$ cat src/common/cache_macros.svh
// ====================
// Cache geometry
// ====================
`ifndef CACHE_MACROS_SVH
`define CACHE_MACROS_SVH

// Two-way cache, 8 sets of 16-byte lines
`define CACHE_SETS     8
`define SET_BITS       3
`define LINE_WORDS     4
`define OFFSET_BITS    4
`define TAG_BITS       25    // 32 - SET_BITS - OFFSET_BITS

// Backing store, 4 KiB of words
`define MEM_WORDS      1024
`define MEM_ADDR_BITS  10

`endif

$ cat src/common/cache_pkg.sv
// ====================
// Cache shared types
// ====================
`default_nettype none

`include "cache_macros.svh"

package cache_pkg;

    // Miss handling sequence
    typedef enum logic [2:0] {
        IDLE        = 3'd0,
        MISS_SELECT = 3'd1,
        WRITEBACK   = 3'd2,
        REFILL      = 3'd3
    } cache_state_t;

    // RISC-V funct3 access codes, stores use the first three
    typedef enum logic [2:0] {
        BYTE   = 3'b000,
        HALF   = 3'b001,
        WORD   = 3'b010,
        BYTE_U = 3'b100,
        HALF_U = 3'b101
    } mem_size_t;

    typedef logic [`TAG_BITS-1:0] tag_t;
    typedef logic [`SET_BITS-1:0] index_t;
    typedef logic [1:0]           beat_t;    // Word within a line

endpackage

`default_nettype wire

$ cat src/hdl/access_align.sv
// ====================
// Load/store aligner
// ====================
`default_nettype none

`include "cache_macros.svh"

module access_align import cache_pkg::*; (
    input  logic [31:0] hit_word,
    input  logic [31:0] cpu_wdata,
    input  mem_size_t   cpu_size,
    input  logic [1:0]  byte_sel,
    output logic [31:0] load_word,
    output logic [31:0] store_word
);

    logic [7:0]  ld_byte;
    logic [15:0] ld_half;

    assign ld_byte = hit_word[{byte_sel, 3'b000} +: 8];
    assign ld_half = hit_word[{byte_sel[1], 4'b0000} +: 16];

    // Load extension
    always_comb begin
        case (cpu_size)
            BYTE:    load_word = {{24{ld_byte[7]}}, ld_byte};
            HALF:    load_word = {{16{ld_half[15]}}, ld_half};
            BYTE_U:  load_word = {24'd0, ld_byte};
            HALF_U:  load_word = {16'd0, ld_half};
            default: load_word = hit_word;    // LW and unknown codes
        endcase
    end

    // Store merge into the old word
    always_comb begin
        store_word = hit_word;
        case (cpu_size)
            BYTE: begin
                store_word[{byte_sel, 3'b000} +: 8] = cpu_wdata[7:0];
            end
            HALF: begin
                store_word[{byte_sel[1], 4'b0000} +: 16] = cpu_wdata[15:0];
            end
            default: store_word = cpu_wdata;
        endcase
    end

endmodule

`default_nettype wire

$ cat config.mk
export PLATFORM = sky130hd
export DESIGN_NAME = access_align
export DESIGN_NICKNAME = d
export VERILOG_FILES = /design/src/common/cache_pkg.sv /design/src/hdl/access_align.sv
export VERILOG_INCLUDE_DIRS = /design/src /design/src/common
export SDC_FILE = /design/constraint.sdc
export NUM_CORES = 1
export LEC_CHECK = 0
export CORE_ASPECT_RATIO = 0.6
export CORE_MARGIN = 2
export CORE_UTILIZATION = 38
export DETAILED_ROUTE_END_ITERATION = 8
export DONT_BUFFER_PORTS = 1
export MAX_ROUTING_LAYER = met4
export SLEW_MARGIN = 20
export SYNTH_ARGS = -nofsm -noshare
export SYNTH_HDL_FRONTEND = slang
export SYNTH_SLANG_ARGS = --single-unit
$ cat constraint.sdc
create_clock -name vclk -period 3.4
set_clock_uncertainty 0.15 [all_clocks]
set_input_delay 0.34 -clock vclk [all_inputs]
set_output_delay 0.34 -clock vclk [all_outputs]
set_load 0.02 [all_outputs]
# Word-level counts from Yosys, hierarchy flattened
# Index checks and enable logic that the tools add are counted.
# op_classes
mux	4
multipliers	0
n_addsub	2
div_mod_pow	0
reduce_logical	1
order_cmp	0
n_eq_ne	3
n_bitwise	0
n_shift	6
# ops
operator	count
32-bit case mux with 4 select lines	1
32-bit bitwise mux	2
32-bit case mux with 2 select lines	1
16-bit by 7-bit variable shift with 32-bit output, first input constant	1
8-bit by 7-bit variable shift with 32-bit output, first input constant	1
16-bit by 7-bit variable part select with 32-bit output	1
32-bit by 6-bit variable part select with 16-bit output	1
32-bit by 6-bit variable part select with 8-bit output	1
8-bit by 7-bit variable part select with 32-bit output	1
5-bit negation with 7-bit output	2
3-bit == test, second input constant	2
3-bit by 1-bit == test with 1-bit output, second input constant	1
3-bit zero test	1
# totals
mem_bits_rw	0
register_bits	0
mem_count	0
mem_bits_ro	0
latch_bits	0

# Depth between registers and ports, before layout
# depth
word_depth	4
depth_mapped	8
depth_no_buf	5

# Worst setup path after synthesis
# No wires, ideal clock.
# synth_timing
kind	input to output
startpoint	in byte_sel[1]
endpoint	out store_word[16]
arrival_time_ps	2353
cell_stages	8
n_path_buf	3
slack_ps	557
cell_sequence	buf_2 > buf_2 > clkinv_1 > ha_1 > nor4bb_1 > clkbuf_1 > a221oi_1 > a211oi_1
# synth_between
elab_chain_len	4
# synth_rtl
item	line	text
start: declaration	access_align.sv:12	input logic [1:0] byte_sel,
5-bit negation with 7-bit output (on tied branches)	access_align.sv:42, access_align.sv:39	
16-bit by 7-bit variable part select with 32-bit output (tied with other cells)	access_align.sv:42	store_word[{byte_sel[1], 4'b0000} +: 16] = cpu_wdata[15:0];
32-bit bitwise mux (on tied branches)	access_align.sv:42, access_align.sv:39	
32-bit case mux with 2 select lines *	access_align.sv:37	case (cpu_size)
end: declaration	access_align.sv:14	output logic [31:0] store_word
# Mark *: on every way between the ends. The rest lies on a longest branch, timed or not.

# Worst setup path in the final report
# layout_timing
startpoint	in byte_sel[1]
endpoint	out store_word[5]
# Same word-level chain as after synthesis.

==> metrics.csv <==
stage,metric,value,unit
sta,rsz0062_at_grt,no,
run_status,status,"complete, no violations",
grt,first_global_vias,1920,
drt,ant_nets,0,
logic_synthesis,synth.distinct_cells,42,
finish,drive_above_1_share,0.0968,
clock_tree,hold_buffers,0,
logic_synthesis,synth_seq_area_share,0,
finish,final_cell_mix,"nand2_1 (47), mux2i_1 (30), nor2b_1 (22)",
job,cap_violations,0,
sta,setup-violations-final,0,
power,ir_drop,0.0598,mV
placement,place_congestion,0.884,
sta,maxSlewViolCount,0,
placement,dpl.hpwl,5.70,mm
drt,drc,0,
finish,utilization,0.406,
drt,wirelength,7.62,mm
power,power.leakage,0.969,nW
drt,post_drt_wl_per_cell,22.1,um
sta,tightest_slew,0.772,ns
floorplan,rows,20,
sta,maxSlewHeadroom,0.485,
grt,antenna_found_initial,0,
grt,grt_pass1_wl,10.7,mm
hold_path,hp-class,in -> out,
finish,final_common_cell,nand2_1,
floorplan,start_util,0.390,
finish,nFillCells,551,
floorplan,io_pins,133,
worst_setup_path,critPathLaunchType,input pin,
sta,finalCritPeriodShare,0.835,
finish,nFlopsAndLatches,0,
logic_synthesis,syn-instance-count,290,
finish,clock_buffers,0,
floorplan,fp.dieH,59.4,um
drt,via_per_inst,6.69,
logic_synthesis,syn_area,1940,um^2
sta,timing_hold_violations_final,0,
worst_setup_path,worst-setup-path-type,in -> out,
finish,num_antenna_cells,0,
logic_synthesis,synth_nets,364,
floorplan,dieArea,5720,um^2
logic_synthesis,netlist_top_cells_area,"mux2i_1 (15%), nand2_1 (9.1%), nor2b_1 (7.1%)",
sta,fmax,0.352,GHz
power,power_density,152,nW/um^2
sta,finalCriticalPeriod,2.84,ns
worst_setup_path,crit_arrival,2.35,ns
grt,grt_overflow,0,
sta,fin_tns_setup,0,ns
clock_tree,post_cts_resized,0,
worst_setup_path,critPathMaxFanout,55,
worst_setup_path,endpoint_kind,output pin,
clock_tree,post_cts_buffers,0,
floorplan,fp.coreArea,4980,um^2
finish,syn_to_final_growth,4.12,%
drt,first_pass_iters,5,
logic_synthesis,synth_top_cell_by_area,mux2i_1,
drt,drtIter0Drc,213,
logic_synthesis,synth.avg_cell_area,6.70,um^2
logic_synthesis,yosysTopAreaCellShare,0.155,
finish,fin_nets,355,
logic_synthesis,yosysWarnings,0,
finish,seq_area,0,um^2
grt,grt_start_max_net_pins,56,
worst_setup_path,crit_required,2.91,ns
floorplan,dieWidth,96.3,um
drt,vias,2308,
grt,grt_use_total,0.250,
placement,port_buffers,0,
-- cell usage after synthesis (2+ instances only) --
master	instances
nand2_1	47
mux2i_1	30
nor2b_1	22
clkbuf_1	14
inv_1	14
nor2_1	14
a221oi_1	13
a211oi_1	12
a22o_1	12
buf_2	12
a21oi_1	11
and3b_1	10
nand3_1	8
o21ai_0	8
o221ai_1	8
nand3b_1	7
o22a_1	7
a31oi_1	6
ha_1	5
a221o_1	4
nor4bb_1	3
buf_6	2
nand4_1	2
-- worst paths after layout --
| check | startpoint | to | slack, ns | depth (start not counted) |
|---|---|---|---|---|
| max | byte_sel[1] | store_word[5] | 0.56 | 5 |
| min | cpu_size[0] | load_word[7] | 0.68 | 1 |
-- layout make-up --
type | instances | area [um^2] | area share
multi-input cells | 246 | 1750 | 0.864
well taps | 66 | 82.6 | 0.0408
repair buffers | 18 | 135 | 0.0668
inverters | 15 | 56.3 | 0.0278
-- metal layers --
metal  global-route usage  vias to the layer above  share of wire
met4               0.0163                        0         0.0054
met3               0.0522                        5           0.13
met5                    -                        -              0
li1                     -                     1071              -
met1                0.372                     1080           0.45
met2                0.362                      152           0.41
-- metrics by stage --
step / hold slack [ns] / cell area, um^2 / power, mW / setup WS (ns) / cells
5_1_grt: 0.687 / 2020 / 0.332 / 0.439 / 345
4_1_cts: 0.684 / 2020 / 0.309 / 0.596 / 345
6_report: 0.680 / 2020 / 0.308 / 0.561 / 345
3_3_place_gp: 0.684 / 2020 / 0.304 / 0.649 / 345
2_1_floorplan: 0.700 / 1940 / 0.278 / 0.557 / 290
3_5_place_dp: 0.684 / 2020 / 0.308 / 0.604 / 345
-- critical path: stages --
cell,delay (ns)
clkinv_1,0.15
ha_1,0.36
or3b_2,0.49
mux2i_2,0.60
a22o_1,0.38
-- kinds of logic after synthesis --
logic type               synth area share
AND/OR/NAND/NOR                     0.343
AO/OA/AOI/OAI                       0.343
buffers and inverters               0.102
multiplexers                        0.179
adder cells (fa/ha/maj)            0.0322
-- power breakdown --
group,internal [mW],total [mW],leakage [nW],switching [mW]
clock,0,0,0,0
combinational,0.112,0.308,0.969,0.196
sequential,0,0,0,0
total,0.112,0.308,0.969,0.196
(Power assumes the default switching activity.)
