==> config.mk <==
export PLATFORM = sky130hd
export DESIGN_NAME = cache_ctrl
export DESIGN_NICKNAME = d
export VERILOG_FILES = /design/src/common/cache_pkg.sv /design/src/cache/cache_ctrl.sv
export VERILOG_INCLUDE_DIRS = /design/src /design/src/common
export SDC_FILE = /design/constraint.sdc
export NUM_CORES = 1
export LEC_CHECK = 0
export BUFFER_PORTS_ARGS = -buffer_cell sky130_fd_sc_hd__buf_2
export CAP_MARGIN = 10
export CORE_AREA = 2 2 55 57
export CTS_BUF_LIST = sky130_fd_sc_hd__clkbuf_2 sky130_fd_sc_hd__clkbuf_4 sky130_fd_sc_hd__clkbuf_8
export CTS_CLUSTER_DIAMETER = 30
export CTS_CLUSTER_SIZE = 30
export DETAILED_ROUTE_END_ITERATION = 8
export DIE_AREA = 0 0 57 59
export PLACE_DENSITY_LB_ADDON = 0.1
export SYNTH_ARGS = -nofsm -noshare
export SYNTH_HDL_FRONTEND = slang
export SYNTH_SLANG_ARGS = --single-unit
==> constraint.sdc <==
create_clock -name clk -period 3.1 [get_ports clk]
set_input_delay 0.155 -clock clk [delete_from_list [all_inputs] [get_ports clk]]
set_output_delay 0.155 -clock clk [all_outputs]
set_load 0.05 [all_outputs]
==> src/common/cache_macros.svh <==
// ====================
// Cache geometry
// ====================
`ifndef CACHE_MACROS_SVH
`define CACHE_MACROS_SVH

// Two-way cache, 8 sets of 16-byte lines
`define CACHE_SETS     8
`define SET_BITS       3
`define LINE_WORDS     4
`define OFFSET_BITS    4
`define TAG_BITS       25    // 32 - SET_BITS - OFFSET_BITS

// Backing store, 4 KiB of words
`define MEM_WORDS      1024
`define MEM_ADDR_BITS  10

`endif

==> src/common/cache_pkg.sv <==
// ====================
// Cache shared types
// ====================
`default_nettype none

`include "cache_macros.svh"

package cache_pkg;

    // Miss handling sequence
    typedef enum logic [2:0] {
        IDLE        = 3'd0,
        MISS_SELECT = 3'd1,
        WRITEBACK   = 3'd2,
        REFILL      = 3'd3
    } cache_state_t;

    // RISC-V funct3 access codes, stores use the first three
    typedef enum logic [2:0] {
        BYTE   = 3'b000,
        HALF   = 3'b001,
        WORD   = 3'b010,
        BYTE_U = 3'b100,
        HALF_U = 3'b101
    } mem_size_t;

    typedef logic [`TAG_BITS-1:0] tag_t;
    typedef logic [`SET_BITS-1:0] index_t;
    typedef logic [1:0]           beat_t;    // Word within a line

endpackage

`default_nettype wire

==> src/cache/cache_ctrl.sv <==
// ====================
// Cache miss FSM
// ====================
`default_nettype none

`include "cache_macros.svh"

module cache_ctrl import cache_pkg::*; (
    input  logic                      clk,
    input  logic                      rst,
    input  logic                      cpu_req,
    input  logic                      cpu_we,
    input  logic                      hit,
    input  logic                      hit_way,      // LRU way on a miss
    input  index_t                    index,
    input  tag_t                      tag,
    input  logic                      victim_valid_dirty,
    input  tag_t                      victim_tag,
    input  logic [31:0]               victim_word,
    output logic                      cpu_stall,
    output logic                      hit_wr,
    output logic                      fill_wr,
    output logic                      fill_last,
    output logic                      victim_way,
    output beat_t                     beat,
    output logic [`MEM_ADDR_BITS-1:0] mem_addr,
    output logic [31:0]               mem_wdata,
    output logic                      mem_we
);

    // Tag bits that still reach the 4 KiB memory
    localparam int TAG_LO_BITS = `MEM_ADDR_BITS - `SET_BITS - 2;

    cache_state_t state_q;
    cache_state_t state_d;
    beat_t        beat_q;
    logic         victim_q;
    logic         line_xfer;

    assign line_xfer = (state_q == WRITEBACK) || (state_q == REFILL);

    always_ff @(posedge clk or posedge rst) begin
        if (rst) begin
            state_q  <= IDLE;
            beat_q   <= '0;
            victim_q <= 1'b0;
        end else begin
            state_q <= state_d;
            if (line_xfer) begin
                beat_q <= beat_q + 2'd1;    // Wraps to 0 after beat 3
            end else begin
                beat_q <= '0;
            end
            if (state_q == MISS_SELECT) begin
                victim_q <= hit_way;
            end
        end
    end

    always_comb begin
        state_d = state_q;
        case (state_q)
            IDLE: begin
                if (cpu_req && !hit) begin
                    state_d = MISS_SELECT;
                end
            end
            MISS_SELECT: begin
                // Dirty victim goes back to memory first
                state_d = victim_valid_dirty ? WRITEBACK : REFILL;
            end
            WRITEBACK: begin
                if (beat_q == 2'd3) begin
                    state_d = REFILL;
                end
            end
            REFILL: begin
                if (beat_q == 2'd3) begin
                    state_d = IDLE;    // Held request then hits
                end
            end
            default: state_d = IDLE;
        endcase
    end

    assign cpu_stall  = (state_q != IDLE) || (cpu_req && !hit);
    assign hit_wr     = (state_q == IDLE) && cpu_req && hit && cpu_we;
    assign fill_wr    = (state_q == REFILL);
    assign fill_last  = fill_wr && (beat_q == 2'd3);
    assign victim_way = line_xfer ? victim_q : hit_way;
    assign beat       = beat_q;

    // Memory word address and data per beat
    always_comb begin
        mem_addr  = '0;
        mem_wdata = 32'd0;
        mem_we    = 1'b0;
        case (state_q)
            WRITEBACK: begin
                mem_addr  = {victim_tag[TAG_LO_BITS-1:0], index, beat_q};
                mem_wdata = victim_word;
                mem_we    = 1'b1;
            end
            REFILL: begin
                mem_addr = {tag[TAG_LO_BITS-1:0], index, beat_q};
            end
            default: begin
            end
        endcase
    end

endmodule

`default_nettype wire

Word-level counts from Yosys, hierarchy flattened
Index checks and enable logic that the tools add are counted.
{"block": "totals", "regBits": 6, "in_bits": 92, "output_inout_bits": 50, "wordCells": 32}
{"block": "op_classes", "n_addsub": 1, "eq_ne": 7, "n_mux": 10, "n_reduce_logical": 11}
{"op": "32-bit two-way mux", "n": 1}
{"op": "10-bit one-hot mux with 2 select lines", "n": 1}
{"op": "3-bit one-hot mux with 4 select lines", "n": 1}
{"op": "3-bit two-way mux", "n": 3}
{"op": "3-bit by 2-bit equality test with 1-bit output, second input constant", "n": 2}
{"op": "1-bit logical AND", "n": 5}
{"op": "2-bit by 1-bit != test with 1-bit output, second input constant", "n": 2}
{"op": "3-bit by 1-bit equality test with 1-bit output, second input constant", "n": 1}
{"op": "3-bit zero test", "n": 1}
{"op": "1-bit two-way mux", "n": 3}
{"op": "3-bit AND reduction", "n": 1}
{"op": "3-bit nonzero test", "n": 1}
{"op": "2-bit by 1-bit adder with 2-bit output, second input constant", "n": 1}
{"op": "2-bit equality test, second input constant", "n": 1}
{"op": "1-bit logical OR", "n": 2}
{"op": "2-bit two-way mux", "n": 1}
{"op": "2-bit != test, second input constant", "n": 1}
{"op": "1-bit zero test", "n": 1}

Depth between registers and ports, before layout
{"block": "depth", "word_depth": 4, "depth_mapped": 5}

Worst setup path before layout
OpenSTA, ideal clock, no wires.
{"block": "synth_path", "kind": "reg-to-output", "start": "register state_q[1]", "end": "output mem_addr[7]", "arrival_ns": 1.926, "required_time_ns": 2.945, "slack_ns": 1.019, "stages_incl_launch_ff": 4, "n_path_buf": 0, "cell_sequence": "dfrtp_1 -> ha_1 -> nor2_1 -> nor2_1"}
{"block": "synth_via", "elab_chain_len": 2}
{"element": "start: declaration", "line_no": "cache_ctrl.sv:34", "source": "cache_state_t state_q;"}
{"element": "start signal: assignment", "line_no": "cache_ctrl.sv:48", "source": "state_q <= state_d;"}
{"element": "3-bit by 2-bit equality test with 1-bit output"}
{"element": "via fill_wr", "line_no": "cache_ctrl.sv:22", "source": "output logic fill_wr,"}
{"element": "10-bit one-hot mux with 2 select lines", "line_no": "cache_ctrl.sv:98", "source": "case (state_q)"}
{"element": "end: declaration", "line_no": "cache_ctrl.sv:26", "source": "output logic [`MEM_ADDR_BITS-1:0] mem_addr,"}
The timed path passes the listed nets, and every way through them passes these cells.

Worst setup path in the final report
{"block": "layout_path", "start": "register state_q[0]", "end": "output victim_way"}
{"block": "layout_via", "elab_chain_len": 3}
{"element": "3-bit by 2-bit equality test with 1-bit output", "line_no": "cache_ctrl.sv:40", "source": "assign line_xfer = (state_q == WRITEBACK) || (state_q == REFILL);"}
{"element": "1-bit logical OR (*)", "line_no": "cache_ctrl.sv:40"}
{"element": "1-bit two-way mux (*)", "line_no": "cache_ctrl.sv:90", "source": "assign victim_way = line_xfer ? victim_q : hit_way;"}
{"element": "end: declaration", "line_no": "cache_ctrl.sv:24", "source": "output logic victim_way,"}
Every way passes the cells marked *; elsewhere a longest branch is shown, timed or not.

==> impl_metrics.env <==
export IMPL_avgSynthCellArea_sq_um=8.25
export IMPL_cp_data_required_time_ns=2.94
export IMPL_maxSlewViolCount=0
export IMPL_hp_class="input port to flip-flop"
export IMPL_hold_violations=0
export IMPL_cp_arrival_ns=2.14
export IMPL_cts_buffers_inserted=3
export IMPL_wl_um=2530
export IMPL_cp_slowest_stage_delay_ns=0.41
export IMPL_setup_violations=0
export IMPL_power_mw=1.62
export IMPL_maxSlewHeadroom_pct=70.7
export IMPL_clk_pin_slew_ns=0.04
export IMPL_gp_congestion=0.679
export IMPL_wl_per_cell_um=11.9
export IMPL_crit_path_cell_trace="inv_1, ha_1, buf_4, nor2_1, mux2_2, buf_2"
export IMPL_dp_hpwl_um=2300
export IMPL_antenna_found_initial=0
export IMPL_num_antenna_cells=0
export IMPL_tightest_slew_ns=0.438
export IMPL_ys_flop_type="dfrtp_1"
export IMPL_reg2reg_from="state_q[0]"
export IMPL_critPathCapture="victim_way"
export IMPL_grt_ovfl_total=0
export IMPL_p_per_area_nw_per_um2=1320
export IMPL_path_class="flip-flop to output pin"
export IMPL_ant_nets=0
export IMPL_cts_sinks=5
export IMPL_drive_gt1_share_pct=65.4
export IMPL_cp_start_kind="flip-flop"
export IMPL_cts_setup_buffers=0
export IMPL_hold_ws_ns=0.170
export IMPL_r2r_end="beat[1]"
export IMPL_yosysWarnings=0
export IMPL_path_delay_family="buffers and inverters"
export IMPL_synth_seq_area_share_pct=19.2
export IMPL_syn_area_sq_um=652
export IMPL_drtPass1Iterations=4
export IMPL_clock_root_buffer="clkbuf_4"
export IMPL_start_util_pct=24.1
export IMPL_async_flop_share_pct=100
export IMPL_first_global_vias=785
export IMPL_grt_use_total_pct=13.9
export IMPL_period_needed_ns=2.29
export IMPL_row_count=19
export IMPL_fmax_ghz=0.437
export IMPL_tns_ns=0
export IMPL_ir_drop_mv=0.668
export IMPL_cp_buffers_inverters=3
export IMPL_path_max_fanout=39
export IMPL_nNetsFinal=282
export IMPL_reg2reg_depth=5
export IMPL_htreeDepth=1
export IMPL_yosys_top_cells_count="and2_1 (33), ha_1 (7), and2b_2 (5), dfrtp_1 (5), nor2_1 (5)"
export IMPL_rsz0062_at_grt="false"
export IMPL_chipWidth_um=57
export IMPL_slowest_stage="dfrtp_1"
export IMPL_p_leak_nw=0.795
export IMPL_cp_depth=6
export IMPL_viasPerCell=4.12
export IMPL_grt_max_degree=40
export IMPL_cts_tree="built"
export IMPL_skew_ns=0.00279
export IMPL_yosys_area_top_type="and2_1"
export IMPL_syn_inst=79
export IMPL_synth_edff_count=0
export IMPL_syn_num_nets=178
export IMPL_status="finished, final reports clean"
export IMPL_min_delay_path_depth=2
export IMPL_pin_count=142
export IMPL_final_cells=213
export IMPL_grt_pass1_wl_um=3550
export IMPL_dp_cells=208
export IMPL_synth_seq_cells=5
export IMPL_post_route_period_util_pct=73.9
export IMPL_yosys_area_top_type_share_pct=31.7
export IMPL_drc=0
export IMPL_dieHeight_um=59
export IMPL_cts_path_max_buffers=2
export IMPL_io_buffers=101
export IMPL_insertion_delay_ns=0.24
export IMPL_die_area_sq_um=3360
export IMPL_nFillCells=290
export IMPL_yosysMostFrequentCell="and2_1"
export IMPL_core_sq_um=2710
export IMPL_rrSetupSlack_ns=1.40
export IMPL_dr_first_iter_drc_count=43
export IMPL_areaGrowthSynthToFinish_pct=88.3
export IMPL_startpoint="state_q[0]"
export IMPL_worstSetupEndpointType="output pin"
export IMPL_vias=878
export IMPL_synth_area_leaders="and2_1 (32%), dfrtp_1 (19%), ha_1 (13%), mux2_2 (6.9%), and2b_2 (6.7%)"
export IMPL_drv_cap=0
export IMPL_ys_types=17
==> metal layers <==
layer | wire length [um] | track usage, %
met3 | 210 | 2.62
met4 | 31 | 6.31
met2 | 1540 | 30.0
met5 | 0 | 0
met1 | 749 | 11.9
==> where the power goes <==
| group | internal, mW | total [mW] | switching [mW] |
|---|---|---|---|
| clock | 0.0572 | 0.0813 | 0.0241 |
| combinational | 0.380 | 1.41 | 1.03 |
| sequential | 0.0978 | 0.127 | 0.0294 |
| total | 0.535 | 1.62 | 1.09 |
==> cell type report <==
| class | count | area, sq um | share of cell area [%] |
|---|---|---|---|
| well taps | 31 | 38.8 | 3.16 |
| multi-input cells | 67 | 499 | 40.7 |
| repair buffers | 103 | 523 | 42.6 |
| inverters | 3 | 11.3 | 0.917 |
| clock buffers | 4 | 30.0 | 2.45 |
| flip-flops and latches | 5 | 125 | 10.2 |
==> flip-flops by register name (all words and copies together), names as in the netlist <==
register	count
beat	2
state_q	2
victim_q	1
==> repair_timing <==
action / in CTS / in global routing
hold buffers: 1 / 0
gates resized for setup: 0 / 0
endpoints found under the hold margin: 5 / 0
==> worst reg2reg max path, stage by stage (launching register included) <==
cell	delay (ns)
dfrtp_1	0.41
inv_1	0.10
ha_1	0.20
buf_4	0.22
nor2_1	0.38
and2b_2	0.27
==> how the worst min path moves through the flow <==
stage,startpoint,end,slack [ns]
4_1_cts,hit_way,victim_q,0.16
6_report,hit_way,victim_q,0.17
3_3_place_gp,rst,victim_q,0.05
3_5_place_dp,rst,victim_q,0.06
5_1_grt,hit_way,victim_q,0.17
2_1_floorplan,rst,beat[0],-0.07
==> layout by cell type (no fill, tap or decap), drive strengths merged <==
cell type    instances
a21oi                2
a22o                 4
a22oi                1
a2bb2oi              1
and2                33
and2b                5
and4                 1
buf                102
clkbuf               4
dfrtp                5
dlygate4sd3          1
ha                   7
inv                  3
mux2                 4
nand2                1
nand2b               2
nor2                 5
nor2b                1
==> metrics by stage <==
step           utilization (%)  cell area, sq um  setup WS, ns
2_1_floorplan                -               652          1.02
3_3_place_gp              43.8              1190          1.07
3_5_place_dp              43.8              1190          1.04
4_1_cts                   45.3              1230         0.775
5_1_grt                   45.3              1230         0.669
6_report                  45.3              1230         0.809
==> logic make-up after synthesis <==
group                    Yosys count  share of synthesized area, %
buffers and inverters              7                          4.22
multiplexers                       4                          6.91
AO/OA/AOI/OAI                      8                          10.2
AND/OR/NAND/NOR                   48                          46.1
adder cells (fa/ha/maj)            7                          13.4
flip-flops                         5                          19.2
Power figures use the tool's default switching activity.
